File: src/include/gps_panel_macros.svh
`ifndef GPS_PANEL_MACROS_SVH
`define GPS_PANEL_MACROS_SVH

// Channel result widths
`define I2Q2_WIDTH        38  // Early, prompt and late power
`define IQ_WIDTH          18  // Prompt I and Q sums
`define DPHI_WIDTH        17  // Carrier and code phase increments
`define CS_WIDTH          15  // Code shift
`define COUNT_WIDTH       32  // Synchronised sample count

// Divider and stretcher reload values
`define SAMPLE_DIV_RELOAD 8   // 16.8 MHz / 18 sample clock
`define READY_HOLD        15  // Hold for 16 cycles in total

// Host status bus
`define AXIL_ADDR_WIDTH   8
`define AXIL_DATA_WIDTH   32

`endif
File: src/logic/gps_panel_pkg.sv
`default_nettype none

package gps_panel_pkg;

   // Pages of the eight-digit hex display
   typedef enum logic [2:0] {
      PAGE_IQ,
      PAGE_CODE_SHIFT,
      PAGE_SAMPLE_COUNT,
      PAGE_ACQ_I2Q2,
      PAGE_ACQ_DOPPLER,
      PAGE_ACQ_CODE
   } disp_page_e;

   // Word index of the status registers, byte address is index * 4
   typedef enum logic [2:0] {
      REG_FLAGS        = 3'd0,
      REG_I_PROMPT     = 3'd1,
      REG_Q_PROMPT     = 3'd2,
      REG_I2Q2_EARLY   = 3'd3,
      REG_I2Q2_PROMPT  = 3'd4,
      REG_I2Q2_LATE    = 3'd5,
      REG_CARRIER_DPHI = 3'd6,
      REG_CA_DPHI      = 3'd7
   } status_reg_e;

   typedef enum logic {RD_IDLE, RD_RESP} axil_state_e;

   typedef logic [6:0] seg7_t;  // Active low, bit 6 is g, bit 0 is a

endpackage

`default_nettype wire

File: src/logic/gps_chan_pkg.sv
`default_nettype none

`include "gps_panel_macros.svh"

package gps_chan_pkg;

   // Receiver mode as driven by the channel controller
   typedef enum logic {
      MODE_ACQ   = 1'b0,  // Acquisition search
      MODE_TRACK = 1'b1   // Closed-loop tracking
   } rx_mode_e;

   typedef logic [`I2Q2_WIDTH-1:0] i2q2_t;        // Power value
   typedef logic [`IQ_WIDTH-1:0]   iq_t;          // Prompt sum
   typedef logic [`DPHI_WIDTH-1:0] dphi_t;        // Phase increment
   typedef logic [`CS_WIDTH-1:0]   code_shift_t;  // Code shift in chips

endpackage

`default_nettype wire

File: src/logic/chan_report_if.sv
`timescale 1ns/1ps
`default_nettype none

`include "gps_panel_macros.svh"

interface chan_report_if;
   gps_chan_pkg::iq_t         i_prompt;
   gps_chan_pkg::iq_t         q_prompt;
   gps_chan_pkg::i2q2_t       i2q2_early;
   gps_chan_pkg::i2q2_t       i2q2_prompt;
   gps_chan_pkg::i2q2_t       i2q2_late;
   gps_chan_pkg::dphi_t       carrier_dphi;
   gps_chan_pkg::dphi_t       ca_dphi;
   gps_chan_pkg::i2q2_t       acq_peak_i2q2;
   gps_chan_pkg::dphi_t       acq_peak_doppler;
   gps_chan_pkg::code_shift_t acq_peak_code_shift;
   gps_chan_pkg::code_shift_t code_shift;
   logic [`COUNT_WIDTH-1:0]   sample_count;
   logic                      acquisition_complete;

   modport source (output i_prompt, q_prompt, i2q2_early, i2q2_prompt, i2q2_late,
                   carrier_dphi, ca_dphi, acq_peak_i2q2, acq_peak_doppler,
                   acq_peak_code_shift, code_shift, sample_count, acquisition_complete);
   modport regs (input i_prompt, q_prompt, i2q2_early, i2q2_prompt, i2q2_late,
                 carrier_dphi, ca_dphi, acquisition_complete);
   modport disp (input i_prompt, q_prompt, acq_peak_i2q2, acq_peak_doppler,
                 acq_peak_code_shift, code_shift, sample_count);
endinterface

`default_nettype wire

File: src/logic/gps_status_panel.sv
`timescale 1ns/1ps
`default_nettype none

`include "gps_panel_macros.svh"

module gps_status_panel (
   input  logic                        clk_16_8,
   input  logic                        rst_n,
   input  gps_chan_pkg::rx_mode_e      mode,
   input  logic                        tracking_ready,
   input  logic [17:0]                 sw,
   input  gps_chan_pkg::iq_t           i_prompt,
   input  gps_chan_pkg::iq_t           q_prompt,
   input  gps_chan_pkg::i2q2_t         i2q2_early,
   input  gps_chan_pkg::i2q2_t         i2q2_prompt,
   input  gps_chan_pkg::i2q2_t         i2q2_late,
   input  gps_chan_pkg::dphi_t         carrier_dphi,
   input  gps_chan_pkg::dphi_t         ca_dphi,
   input  gps_chan_pkg::i2q2_t         acq_peak_i2q2,
   input  gps_chan_pkg::dphi_t         acq_peak_doppler,
   input  gps_chan_pkg::code_shift_t   acq_peak_code_shift,
   input  gps_chan_pkg::code_shift_t   code_shift,
   input  logic [`COUNT_WIDTH-1:0]     sample_count,
   input  logic                        acquisition_complete,
   input  logic [`AXIL_ADDR_WIDTH-1:0] araddr,
   input  logic                        arvalid,
   output logic                        arready,
   output logic [`AXIL_DATA_WIDTH-1:0] rdata,
   output logic [1:0]                  rresp,
   output logic                        rvalid,
   input  logic                        rready,
   output gps_panel_pkg::seg7_t        hex0,
   output gps_panel_pkg::seg7_t        hex1,
   output gps_panel_pkg::seg7_t        hex2,
   output gps_panel_pkg::seg7_t        hex3,
   output gps_panel_pkg::seg7_t        hex4,
   output gps_panel_pkg::seg7_t        hex5,
   output gps_panel_pkg::seg7_t        hex6,
   output gps_panel_pkg::seg7_t        hex7,
   output logic [17:0]                 ledr,
   output logic [2:0]                  ledg
);

   logic                 clk_sample;
   logic                 ready_flag;
   gps_panel_pkg::seg7_t hex_digits [8];

   chan_report_if chan_if ();

   // Channel results onto the internal bundle
   assign chan_if.i_prompt             = i_prompt;
   assign chan_if.q_prompt             = q_prompt;
   assign chan_if.i2q2_early           = i2q2_early;
   assign chan_if.i2q2_prompt          = i2q2_prompt;
   assign chan_if.i2q2_late            = i2q2_late;
   assign chan_if.carrier_dphi         = carrier_dphi;
   assign chan_if.ca_dphi              = ca_dphi;
   assign chan_if.acq_peak_i2q2        = acq_peak_i2q2;
   assign chan_if.acq_peak_doppler     = acq_peak_doppler;
   assign chan_if.acq_peak_code_shift  = acq_peak_code_shift;
   assign chan_if.code_shift           = code_shift;
   assign chan_if.sample_count         = sample_count;
   assign chan_if.acquisition_complete = acquisition_complete;

   sample_clk_div clk_div_i (
      .clk_16_8   (clk_16_8),
      .rst_n      (rst_n),
      .clk_sample (clk_sample)
   );

   track_ready_stretch stretch_i (
      .clk_16_8       (clk_16_8),
      .rst_n          (rst_n),
      .tracking_ready (tracking_ready),
      .mode           (mode),
      .ready_flag     (ready_flag)
   );

   status_regs_axil regs_i (
      .clk_16_8   (clk_16_8),
      .rst_n      (rst_n),
      .chan       (chan_if.regs),
      .ready_flag (ready_flag),
      .araddr     (araddr),
      .arvalid    (arvalid),
      .arready    (arready),
      .rdata      (rdata),
      .rresp      (rresp),
      .rvalid     (rvalid),
      .rready     (rready)
   );

   hex_page_display disp_i (
      .chan (chan_if.disp),
      .sw   (sw),
      .hex  (hex_digits),
      .ledr (ledr)
   );

   assign hex0 = hex_digits[0];
   assign hex1 = hex_digits[1];
   assign hex2 = hex_digits[2];
   assign hex3 = hex_digits[3];
   assign hex4 = hex_digits[4];
   assign hex5 = hex_digits[5];
   assign hex6 = hex_digits[6];
   assign hex7 = hex_digits[7];  // Most significant nibble

   assign ledg = {acquisition_complete, clk_sample, ready_flag};

endmodule

`default_nettype wire

File: src/logic/hex_page_display.sv
`timescale 1ns/1ps
`default_nettype none

`include "gps_panel_macros.svh"

module hex_page_display (
   chan_report_if.disp          chan,
   input  logic [17:0]          sw,
   output gps_panel_pkg::seg7_t hex [8],
   output logic [17:0]          ledr
);

   localparam gps_panel_pkg::seg7_t SEG_BLANK = 7'b1111111;

   gps_panel_pkg::disp_page_e page;
   gps_chan_pkg::iq_t         prompt_sel;
   logic [31:0]               disp_value;
   logic [7:4]                digit_lit;

   function automatic gps_panel_pkg::seg7_t hex_glyph(input logic [3:0] nib);
      case (nib)
         4'h0: return 7'b1000000;
         4'h1: return 7'b1111001;
         4'h2: return 7'b0100100;
         4'h3: return 7'b0110000;
         4'h4: return 7'b0011001;
         4'h5: return 7'b0010010;
         4'h6: return 7'b0000010;
         4'h7: return 7'b1111000;
         4'h8: return 7'b0000000;
         4'h9: return 7'b0010000;
         4'hA: return 7'b0001000;
         4'hB: return 7'b0000011;  // Lower case b
         4'hC: return 7'b1000110;
         4'hD: return 7'b0100001;  // Lower case d
         4'hE: return 7'b0000110;
         default: return 7'b0001110;
      endcase
   endfunction

   // Count page first, then acquisition pages, then code shift
   always_comb begin
      if (sw[4])
         page = gps_panel_pkg::PAGE_SAMPLE_COUNT;
      else if (sw[14]) begin
         case (sw[13:12])
            2'd1:    page = gps_panel_pkg::PAGE_ACQ_DOPPLER;
            2'd2:    page = gps_panel_pkg::PAGE_ACQ_CODE;
            default: page = gps_panel_pkg::PAGE_ACQ_I2Q2;
         endcase
      end else if (sw[15])
         page = gps_panel_pkg::PAGE_CODE_SHIFT;
      else
         page = gps_panel_pkg::PAGE_IQ;
   end

   assign prompt_sel = sw[16] ? chan.q_prompt : chan.i_prompt;
   assign ledr       = prompt_sel;

   always_comb begin
      case (page)
         gps_panel_pkg::PAGE_SAMPLE_COUNT: disp_value = 32'(chan.sample_count);
         gps_panel_pkg::PAGE_ACQ_I2Q2:     disp_value = chan.acq_peak_i2q2[`I2Q2_WIDTH-1 -: 32];
         gps_panel_pkg::PAGE_ACQ_DOPPLER:  disp_value = 32'(chan.acq_peak_doppler);
         gps_panel_pkg::PAGE_ACQ_CODE:     disp_value = 32'(chan.acq_peak_code_shift);
         gps_panel_pkg::PAGE_CODE_SHIFT:   disp_value = 32'(chan.code_shift);
         default:                          disp_value = 32'(prompt_sel);
      endcase
   end

   // Upper three digits only carry 32-bit pages
   assign digit_lit[7:5] = (page == gps_panel_pkg::PAGE_SAMPLE_COUNT ||
                            page == gps_panel_pkg::PAGE_ACQ_I2Q2) ? 3'b111 : 3'b000;
   assign digit_lit[4]   = !(page == gps_panel_pkg::PAGE_CODE_SHIFT ||
                             page == gps_panel_pkg::PAGE_ACQ_CODE);

   for (genvar d = 0; d < 8; d++) begin : g_digit
      if (d < 4) begin : g_lit
         assign hex[d] = hex_glyph(disp_value[4*d +: 4]);  // Always lit
      end else begin : g_blankable
         assign hex[d] = digit_lit[d] ? hex_glyph(disp_value[4*d +: 4]) : SEG_BLANK;
      end
   end

endmodule

`default_nettype wire

File: src/logic/status_regs_axil.sv
`timescale 1ns/1ps
`default_nettype none

`include "gps_panel_macros.svh"

module status_regs_axil (
   input  logic                        clk_16_8,
   input  logic                        rst_n,
   chan_report_if.regs                 chan,
   input  logic                        ready_flag,
   input  logic [`AXIL_ADDR_WIDTH-1:0] araddr,
   input  logic                        arvalid,
   output logic                        arready,
   output logic [`AXIL_DATA_WIDTH-1:0] rdata,
   output logic [1:0]                  rresp,
   output logic                        rvalid,
   input  logic                        rready
);

   localparam logic [1:0] RESP_OKAY   = 2'b00;
   localparam logic [1:0] RESP_SLVERR = 2'b10;

   gps_panel_pkg::axil_state_e  state;
   gps_panel_pkg::status_reg_e  reg_idx;
   logic [`AXIL_DATA_WIDTH-1:0] rd_word;
   logic                        rd_err;

   assign reg_idx = gps_panel_pkg::status_reg_e'(araddr[4:2]);

   // Address decode and read mux
   always_comb begin
      rd_word = '0;
      rd_err  = 1'b0;
      if (araddr[1:0] != 2'b00 || araddr[`AXIL_ADDR_WIDTH-1:5] != '0) begin
         rd_err = 1'b1;  // Misaligned or past 0x1C
      end else begin
         case (reg_idx)
            gps_panel_pkg::REG_FLAGS: begin
               rd_word[0] = ready_flag;
               rd_word[1] = chan.acquisition_complete;
            end
            gps_panel_pkg::REG_I_PROMPT:     rd_word = `AXIL_DATA_WIDTH'(chan.i_prompt);
            gps_panel_pkg::REG_Q_PROMPT:     rd_word = `AXIL_DATA_WIDTH'(chan.q_prompt);
            gps_panel_pkg::REG_I2Q2_EARLY:
               rd_word = chan.i2q2_early[`I2Q2_WIDTH-1 -: `AXIL_DATA_WIDTH];  // Top bits
            gps_panel_pkg::REG_I2Q2_PROMPT:
               rd_word = chan.i2q2_prompt[`I2Q2_WIDTH-1 -: `AXIL_DATA_WIDTH];
            gps_panel_pkg::REG_I2Q2_LATE:
               rd_word = chan.i2q2_late[`I2Q2_WIDTH-1 -: `AXIL_DATA_WIDTH];
            gps_panel_pkg::REG_CARRIER_DPHI: rd_word = `AXIL_DATA_WIDTH'(chan.carrier_dphi);
            gps_panel_pkg::REG_CA_DPHI:      rd_word = `AXIL_DATA_WIDTH'(chan.ca_dphi);
            default:                         rd_word = '0;
         endcase
      end
   end

   assign rvalid = (state == gps_panel_pkg::RD_RESP);

   // One read in flight, arready held low until the response is taken
   always_ff @(posedge clk_16_8) begin
      if (!rst_n) begin
         state   <= gps_panel_pkg::RD_IDLE;
         arready <= 1'b0;
      end else begin
         case (state)
            gps_panel_pkg::RD_IDLE: begin
               if (arvalid && arready) begin
                  state   <= gps_panel_pkg::RD_RESP;
                  arready <= 1'b0;
               end else begin
                  arready <= 1'b1;
               end
            end
            gps_panel_pkg::RD_RESP: begin
               if (rready) begin
                  state   <= gps_panel_pkg::RD_IDLE;
                  arready <= 1'b1;
               end
            end
            default: state <= gps_panel_pkg::RD_IDLE;
         endcase
      end
   end

   // Response payload, captured on the AR handshake only
   always_ff @(posedge clk_16_8) begin
      if (state == gps_panel_pkg::RD_IDLE && arvalid && arready) begin
         rdata <= rd_word;
         rresp <= rd_err ? RESP_SLVERR : RESP_OKAY;
      end
   end

endmodule

`default_nettype wire

File: src/logic/track_ready_stretch.sv
`timescale 1ns/1ps
`default_nettype none

`include "gps_panel_macros.svh"

module track_ready_stretch (
   input  logic                   clk_16_8,
   input  logic                   rst_n,
   input  logic                   tracking_ready,
   input  gps_chan_pkg::rx_mode_e mode,
   output logic                   ready_flag
);

   localparam int HOLD_W = $clog2(`READY_HOLD + 1);

   logic [HOLD_W-1:0] hold_cnt;

   // A one-cycle pulse from the channel is too short for a polling host
   always_ff @(posedge clk_16_8) begin
      if (!rst_n) begin
         hold_cnt   <= '0;
         ready_flag <= 1'b0;
      end else begin
         if (tracking_ready)
            hold_cnt <= HOLD_W'(`READY_HOLD);  // Retrigger restarts the hold
         else if (hold_cnt != '0)
            hold_cnt <= hold_cnt - 1'b1;

         if (tracking_ready && mode == gps_chan_pkg::MODE_TRACK)
            ready_flag <= 1'b1;
         else if (hold_cnt == '0)
            ready_flag <= 1'b0;  // Drops one cycle after count reaches zero
      end
   end

endmodule

`default_nettype wire

File: src/logic/sample_clk_div.sv
`timescale 1ns/1ps
`default_nettype none

`include "gps_panel_macros.svh"

module sample_clk_div (
   input  logic clk_16_8,
   input  logic rst_n,
   output logic clk_sample
);

   localparam int CNT_W = $clog2(`SAMPLE_DIV_RELOAD + 1);

   logic [CNT_W-1:0] div_cnt;

   always_ff @(posedge clk_16_8) begin
      if (!rst_n) begin
         div_cnt    <= CNT_W'(`SAMPLE_DIV_RELOAD);
         clk_sample <= 1'b0;
      end else if (div_cnt == '0) begin
         div_cnt    <= CNT_W'(`SAMPLE_DIV_RELOAD);  // Half period is reload + 1
         clk_sample <= ~clk_sample;
      end else begin
         div_cnt <= div_cnt - 1'b1;
      end
   end

endmodule

`default_nettype wire

File: config.mk
export PLATFORM = sky130hd
export DESIGN_NAME = gps_status_panel
export DESIGN_NICKNAME = d
export VERILOG_FILES = /design/src/logic/gps_panel_pkg.sv /design/src/logic/gps_chan_pkg.sv /design/src/logic/chan_report_if.sv /design/src/logic/gps_status_panel.sv /design/src/logic/hex_page_display.sv /design/src/logic/status_regs_axil.sv /design/src/logic/track_ready_stretch.sv /design/src/logic/sample_clk_div.sv
export VERILOG_INCLUDE_DIRS = /design/src /design/src/include
export SDC_FILE = /design/constraint.sdc
export NUM_CORES = 1
export LEC_CHECK = 0
export ABC_AREA = 1
export BUFFER_PORTS_ARGS = -buffer_cell sky130_fd_sc_hd__buf_2
export CAP_MARGIN = 10
export CORE_AREA = 2 2 175 177
export CTS_CLUSTER_SIZE = 25
export DETAILED_ROUTE_END_ITERATION = 10
export DIE_AREA = 0 0 177 179
export GPL_TIMING_DRIVEN = 1
export PLACE_DENSITY_LB_ADDON = 0.15
export SYNTH_ARGS = -nofsm -noshare
export SYNTH_HDL_FRONTEND = slang
export SYNTH_HIERARCHICAL = 1
export SYNTH_SLANG_ARGS = --single-unit
File: constraint.sdc
create_clock -name clk_16_8 -period 4.8 [get_ports clk_16_8]
set_clock_uncertainty 0.2 [all_clocks]
set_input_delay 0.72 -clock clk_16_8 [delete_from_list [all_inputs] [get_ports clk_16_8]]
set_output_delay 0.72 -clock clk_16_8 [all_outputs]
set_load 0.01 [all_outputs]
# [Word-level counts from Yosys, hierarchy flattened]
# Memories as Yosys holds them, arrays and structs flattened.
# Cells that the tools add are included.
# W data, S select, Z words.
[word_totals] input_bits=334 n_memories=8 regBits=46 elab_cells=77 rom_bits=896 output_inout_bits=113
[mem_list] memory="(name not given)" words=16 width=7 read_ports=1 rd_clocked_by_memory_dff=0 wr=0 line_no="hex_page_display.sv:21" text="case (nib)"
[mem_list] memory="(name not given)" words=16 width=7 read_ports=1 rd_clocked_by_memory_dff=0 wr=0 line_no="hex_page_display.sv:21"
[mem_list] memory="(name not given)" words=16 width=7 read_ports=1 rd_clocked_by_memory_dff=0 wr=0 line_no="hex_page_display.sv:21"
[mem_list] memory="(name not given)" words=16 width=7 read_ports=1 rd_clocked_by_memory_dff=0 wr=0 line_no="hex_page_display.sv:21"
[mem_list] memory="(name not given)" words=16 width=7 read_ports=1 rd_clocked_by_memory_dff=0 wr=0 line_no="hex_page_display.sv:21"
[mem_list] memory="(name not given)" words=16 width=7 read_ports=1 rd_clocked_by_memory_dff=0 wr=0 line_no="hex_page_display.sv:21"
[mem_list] memory="2 more memories"
[op_classes] n_reduce_logical=16 n_bitwise=3 n_eq_ne=15 add_sub_neg=2 n_mux=25
[op_table] cell="$pmux W30 S7" n=1
[op_table] cell="$pmux W32 S5" n=1
[op_table] cell="$mux W7" n=4
[op_table] cell="$eq A3 B3 Y1 const B" n=6
[op_table] cell="$mux W18" n=1
[op_table] cell="$pmux W2 S8" n=1
[op_table] cell="$eq A3 B2 Y1 const B" n=4
[op_table] cell="$mux W3" n=3
[op_table] cell="$logic_not A4 Y1" n=2
[op_table] cell="$mux W1" n=8
[op_table] cell="$mux W4" n=2
[op_table] cell="$sub A4 B1 Y4 const B" n=2
[op_table] cell="$eq A3 B1 Y1 const B" n=2
[op_table] cell="$pmux W3 S2" n=1
[op_table] cell="$reduce_bool A2 Y1" n=3
[op_table] cell="$logic_and A1 B1 Y1" n=4
[op_table] cell="$pmux W1 S2" n=2
[op_table] cell="$reduce_bool A4 Y1" n=1
[op_table] cell="$logic_not A3 Y1" n=1
[op_table] cell="$logic_or A1 B1 Y1" n=3
[op_table] cell="$not A1 Y1" n=3
[op_table] cell="$reduce_bool A3 Y1" n=1
[op_table] cell="$eq A2 B1 Y1 const B" n=1
[op_table] cell="$eq A2 B2 Y1 const B" n=1
[op_table] cell="other kinds (3)" n=3

# [Longest topological paths before layout]
[logic_depth] word_depth=8 mapped_depth=17 ltp_nobuf=16

# [Cells and area by module]
# Netlist, hierarchy kept.
[by_module_without_submodules] mod="hex_page_display" cells_per_inst=796 seq_area_each_um2=0.0 instances=1 area_per_inst_um2=4165.2
[by_module_without_submodules] mod="status_regs_axil" cells_per_inst=431 seq_area_each_um2=1031.0 instances=1 area_per_inst_um2=2875.3
[by_module_without_submodules] mod="track_ready_stretch" cells_per_inst=36 seq_area_each_um2=100.1 instances=1 area_per_inst_um2=257.7
[by_module_without_submodules] mod="sample_clk_div" cells_per_inst=27 seq_area_each_um2=100.1 instances=1 area_per_inst_um2=215.2
[by_module_without_submodules] mod="gps_status_panel" cells_per_inst=3 seq_area_each_um2=0.0 instances=1 area_per_inst_um2=22.5

# [Least setup slack after synthesis]
# No wires, ideal clock.
[synth_timing] kind="input-to-output" start="in sw[13]" end="out hex4[3]" path_slack_ns=1.353 required_time_ns=3.880 arrival_time_ns=2.527 cell_stages=13 n_path_buf=1 cell_sequence="inv_1 ha_1 inv_2 nand2_2 nor2_4 nand2_4 buf_6 o211ai_1 inv_1 ha_1 nand2_1 nand3_1 nand3_1"
[synth_via] elab_chain_len=8 elab_cells_between_ends=14 classes_between="eq/ne (7); mux (5); reduce/logical (1); memory (1)"
[synth_rtl] element="from (decl)" line_no="gps_status_panel.sv:11" text="input logic [17:0] sw,"
[synth_rtl] element="$eq A2 B2 Y1 / $eq A2 B1 Y1 (equally long branches)" line_no="hex_page_display.sv:46" text="case (sw[13:12])"
[synth_rtl] element="$pmux W3 S2 (*)" line_no="hex_page_display.sv:46"
[synth_rtl] element="$mux W3 (*)" line_no="hex_page_display.sv:45" text="else if (sw[14]) begin"
[synth_rtl] element="$mux W3 (*)" line_no="hex_page_display.sv:43" text="if (sw[4])"
[synth_rtl] element="$eq A3 B1 Y1 (tied with other cells)" line_no="hex_page_display.sv:61, hex_page_display.sv:74"
[synth_rtl] element="$pmux W32 S5" line_no="hex_page_display.sv:61" text="case (page)"
[synth_rtl] element="$mem_v2 Z16 W7"
[synth_rtl] element="$mux W7 (*)" line_no="hex_page_display.sv:81" text="assign hex[d] = digit_lit[d] ? hex_glyph(disp_value[4*d +: 4]) : SEG_BLANK;"
[synth_rtl] element="to (decl)" line_no="gps_status_panel.sv:36" text="output gps_panel_pkg::seg7_t hex4,"
# Mark *: on every way between the ends. The rest lies on a longest branch, timed or not.

# [Worst setup path after layout]
[layout_timing] start="in sw[12]" end="out hex3[6]"
[layout_via] elab_chain_len=7 elab_cells_between_ends=12 classes_between="eq/ne (7); mux (4); memory (1)"
[layout_rtl] element="$eq A2 B2 Y1 / $eq A2 B1 Y1 (equally long branches)" line_no="hex_page_display.sv:46"
[layout_rtl] element="$pmux W3 S2 (*)" line_no="hex_page_display.sv:46"
[layout_rtl] element="$mux W3 (*)" line_no="hex_page_display.sv:45"
[layout_rtl] element="$mux W3 (*)" line_no="hex_page_display.sv:43"
[layout_rtl] element="$eq A3 B1 Y1 (tied with other cells)" line_no="hex_page_display.sv:61"
[layout_rtl] element="$pmux W32 S5 (*)" line_no="hex_page_display.sv:61"
[layout_rtl] element="$mem_v2 Z16 W7 (*)"
[layout_rtl] element="to (decl)" line_no="gps_status_panel.sv:35" text="output gps_panel_pkg::seg7_t hex3,"
# Marks and branches as above.

==> results by stage <==
Status:
- The run finished with clean final reports.

Finish:
- The most common cell after layout, fill and taps aside is buf_2.
- The top cell types in the final layout, fill and taps aside, are buf_2 (409), nand2_1 (402), inv_1 (179).
- In the final layout, the multi-input gates occupy approximately 0.0052 sq mm.
- The number of fill cells in the layout is between 3000 and 4000.
- The net count of the finished layout is ~2000.
- For this run, the share of the core covered by cells in the final layout is 33.23%.
- The footprint of the flip-flops and latches is about 0.0012 sq mm.
- Of the cells placed in the final design, the portion with a size suffix greater than 1 is 30.34%.
- The area growth from synthesis to final layout is 32.39%.

Yosys:
- A synthesized cell averages around 5.8 sq um.
- The number of flops mapped to enable cells by yosys is 33.
- Summed over all instances, the cell type with the most area after synthesis is nand2_1.
- The prevailing post-synth register cell is edfxtp_1.
- The number of warnings printed during yosys synthesis is 6.
- Synthesis produced 1293 cells.
- The count of distinct cell types in the synthesized netlist is 39.
- After synthesis the netlist holds a flip-flop and latch count of 45.
- Synthesis produced a netlist with a net count of 1675.
- Sequential elements use 16.34% of the synthesized area.
- Sorting the synthesized cells by area gives the leading types as nand2_1 (20%), edfxtp_1 (13%), nand3_1 (10%).
- The cell area after synthesis is approximately 0.0075 sq mm.
- The async set-or-reset flop fraction in the synthesized netlist is 0%.
- The top-area cell type share of the netlist area is 20.02%.

Floorplan:
- The count of boundary I/O pins is 447.
- The floorplan has 64 rows.
- The area of the core region is ~0.030 sq mm.
- The initial utilization of the core area, before any placement, comes to between 20% and 30%.
- The overall die width is 177 microns.
- The die covers 0.03168 sq mm.
- The floorplan step set the die height to 179 microns.

Power:
- The analysis attributes to cell leakage a power of 5.877 nW.
- VDD sags by at most around 140 uV.
- The power per cell area is 188.8 mW/mm^2.

CTS:
- The clock transition at the register clock pins on the worst setup and hold paths after CTS is 70 ps.
- The buffer levels on the longest clock path is 2.
- The root buffer selected by CTS is clkbuf_16.
- The CTS tree is built.
- The number of hold buffers added after cts is 0.
- The count of clock tree sinks is between 40 and 50.
- The clock latency reported for the late side of the worst-skew pair is 290 ps.
- The number of CTS-inserted buffers is 5.
- The total of cells resized after clock tree synthesis is 0.
- Buffers added to address setup during post-CTS repair amount to 0.
- The H-tree was split into 2 levels.

Setup path:
- Of all nets on the critical path, the largest fanout is 35.
- By startpoint and endpoint, the worst setup path is classified as in -> out.
- Data on the critical path arrives at its endpoint at 3290 ps.
- The endpoint kind of the worst setup timing path is an output pin.
- STA classifies the critical path startpoint as an input pin.
- Data on the critical path is required at its endpoint by 3880 ps.

GRT:
- The number of antenna violations at the first check in global routing is 4.
- The overflow left after global routing is 0.
- Entering global routing, the biggest net connects 74 pins.
- The overall global routing resource usage is between 10% and 20%.
- The first global-routing pass estimated 48960 microns of wire.
- The via count of the first global-routing pass was approximately 8600.

Drt:
- In the routed design, unresolved DRC markers number 0.
- Dividing the detail-routed wire length by the instance count gives 16.25 microns.
- Using the TritonRoute via totals, the vias-per-cell ratio works out to around 4.7.
- The total number of vias is 9644.
- The routed wire length is between 30000 and 40000 microns.
- The first detailed-routing pass ran for 7 iterations.
- The number of DRC markers in iteration 0 is between 500 and 600.
- The number of nets with antenna violations after detailed routing is 0.

Run:
- The max-cap check violation count is 0.

Timing:
- Setup repair after global routing left no endpoint under its margin.
- In the final timing run, aggregate negative setup slack is 0 ps.
- The final period utilization is between 80% and 90%.
- The number of hold violations in the final report is 0.
- The setup violation total in the final timing report is 0.
- Measured against its own limit, the worst slew margin works out to 35.59%.
- The actual slew at the worst max-slew pin is 960.9 ps.
- The final number of max-transition violations came to 0.
- The smallest clock period supported by the final layout is computed as 4214 ps.
- Timing would allow up to 237.3 MHz.

Placed design:
- The count of buffers added on input and output ports is 409.
- Routability-driven placement finished with a final weighted congestion of 0.8901.
- Detailed placement ended at an HPWL of 27750 microns.

Hold path:
- The min-delay analysis places its worst path in the category reg -> reg.
==> per-stage QoR <==
stage / instances / hold slack (ps) / power, mW / setup WS [ps] / instance area, sq um
after global routing: 2061 / 214.1 / 2.047 / 384.7 / 9975
after detailed placement: 2049 / 199.9 / 1.548 / 569.6 / 9819
after floorplan: 1293 / 190.5 / 1.138 / 1353 / 7536
after CTS: 2057 / 209.6 / 1.901 / 563.4 / 9965
final: 2062 / 208.2 / 1.883 / 586.0 / 9977
after global placement: 2049 / 199.1 / 1.545 / 589.9 / 9819
==> path summary, 6_finish.rpt <==
check,start,to,slack (ps),cells past startpoint
worst max-delay path,sw[12],hex3[6],590,16
worst min-delay path,clk_div_i/div_cnt[0],clk_div_i/div_cnt[0],210,1
worst max register to register,regs_i/rvalid,regs_i/rdata[22],3280,4
worst min register to register,clk_div_i/div_cnt[0],clk_div_i/div_cnt[0],210,1
==> cells in the mapped netlist, types with 13 or more instances <==
master and count:
o21ai_0 33, inv_1 179, edfxtp_1 33, nor2_1 140
nand3_1 155, nand4_1 96, nand2_2 13, inv_2 14
clkbuf_1 13, a21oi_1 30, buf_2 21, nand2_1 402
ha_1 48
==> cells by family after synthesis <==
family,count (synthesis),synth area share [%]
other,1,0.04976
adder cells (fa/ha/maj),48,7.970
AO/OA/AOI/OAI,103,10.13
flip-flops,45,16.34
XOR/XNOR,2,0.2325
buffers and inverters,254,14.21
AND/OR/NAND/NOR,840,51.07
==> layer usage <==
layer  GRT usage (%)  routed length [microns]
met5               0                        0
met4           2.548                      233
met3           2.587                     1720
met2           34.18                    16270
met1           27.20                    15280
==> critical path, cell delays in order <==
cell and delay (ps):
buf_2 100, ha_1 330, nand2_2 120, nand2_8 190
nand2_4 450, nor2_1 70, nor2_1 200, nand2_1 120
nand2_1 180, inv_1 110, ha_1 220, nand3_1 150
nand2_1 70, nand2_1 60, nand2_1 50, buf_2 140
==> where the power goes <==
part / switching [mW] / internal, mW
sequential: 0.0191 / 0.446
combinational: 0.680 / 0.394
clock: 0.152 / 0.193
==> sequential cells by signal, indices dropped and copies added (netlist names) <==
name,flops
clk_div_i/clk_sample,1
clk_div_i/div_cnt,4
regs_i/arready,1
regs_i/rdata,32
regs_i/rresp,1
regs_i/rvalid,1
stretch_i/hold_cnt,4
stretch_i/ready_flag,1
==> cell type report <==
type / count / area share (%)
multi-input combinational: 994 / 52.46
timing repair buffer: 419 / 21.27
sequential: 45 / 12.34
clock inverter: 3 / 0.2007
antenna: 5 / 0.1254
clock buffer: 5 / 1.254
tap: 396 / 4.966
inverter: 195 / 7.387
Note: power is estimated with default switching activity, not from simulation.
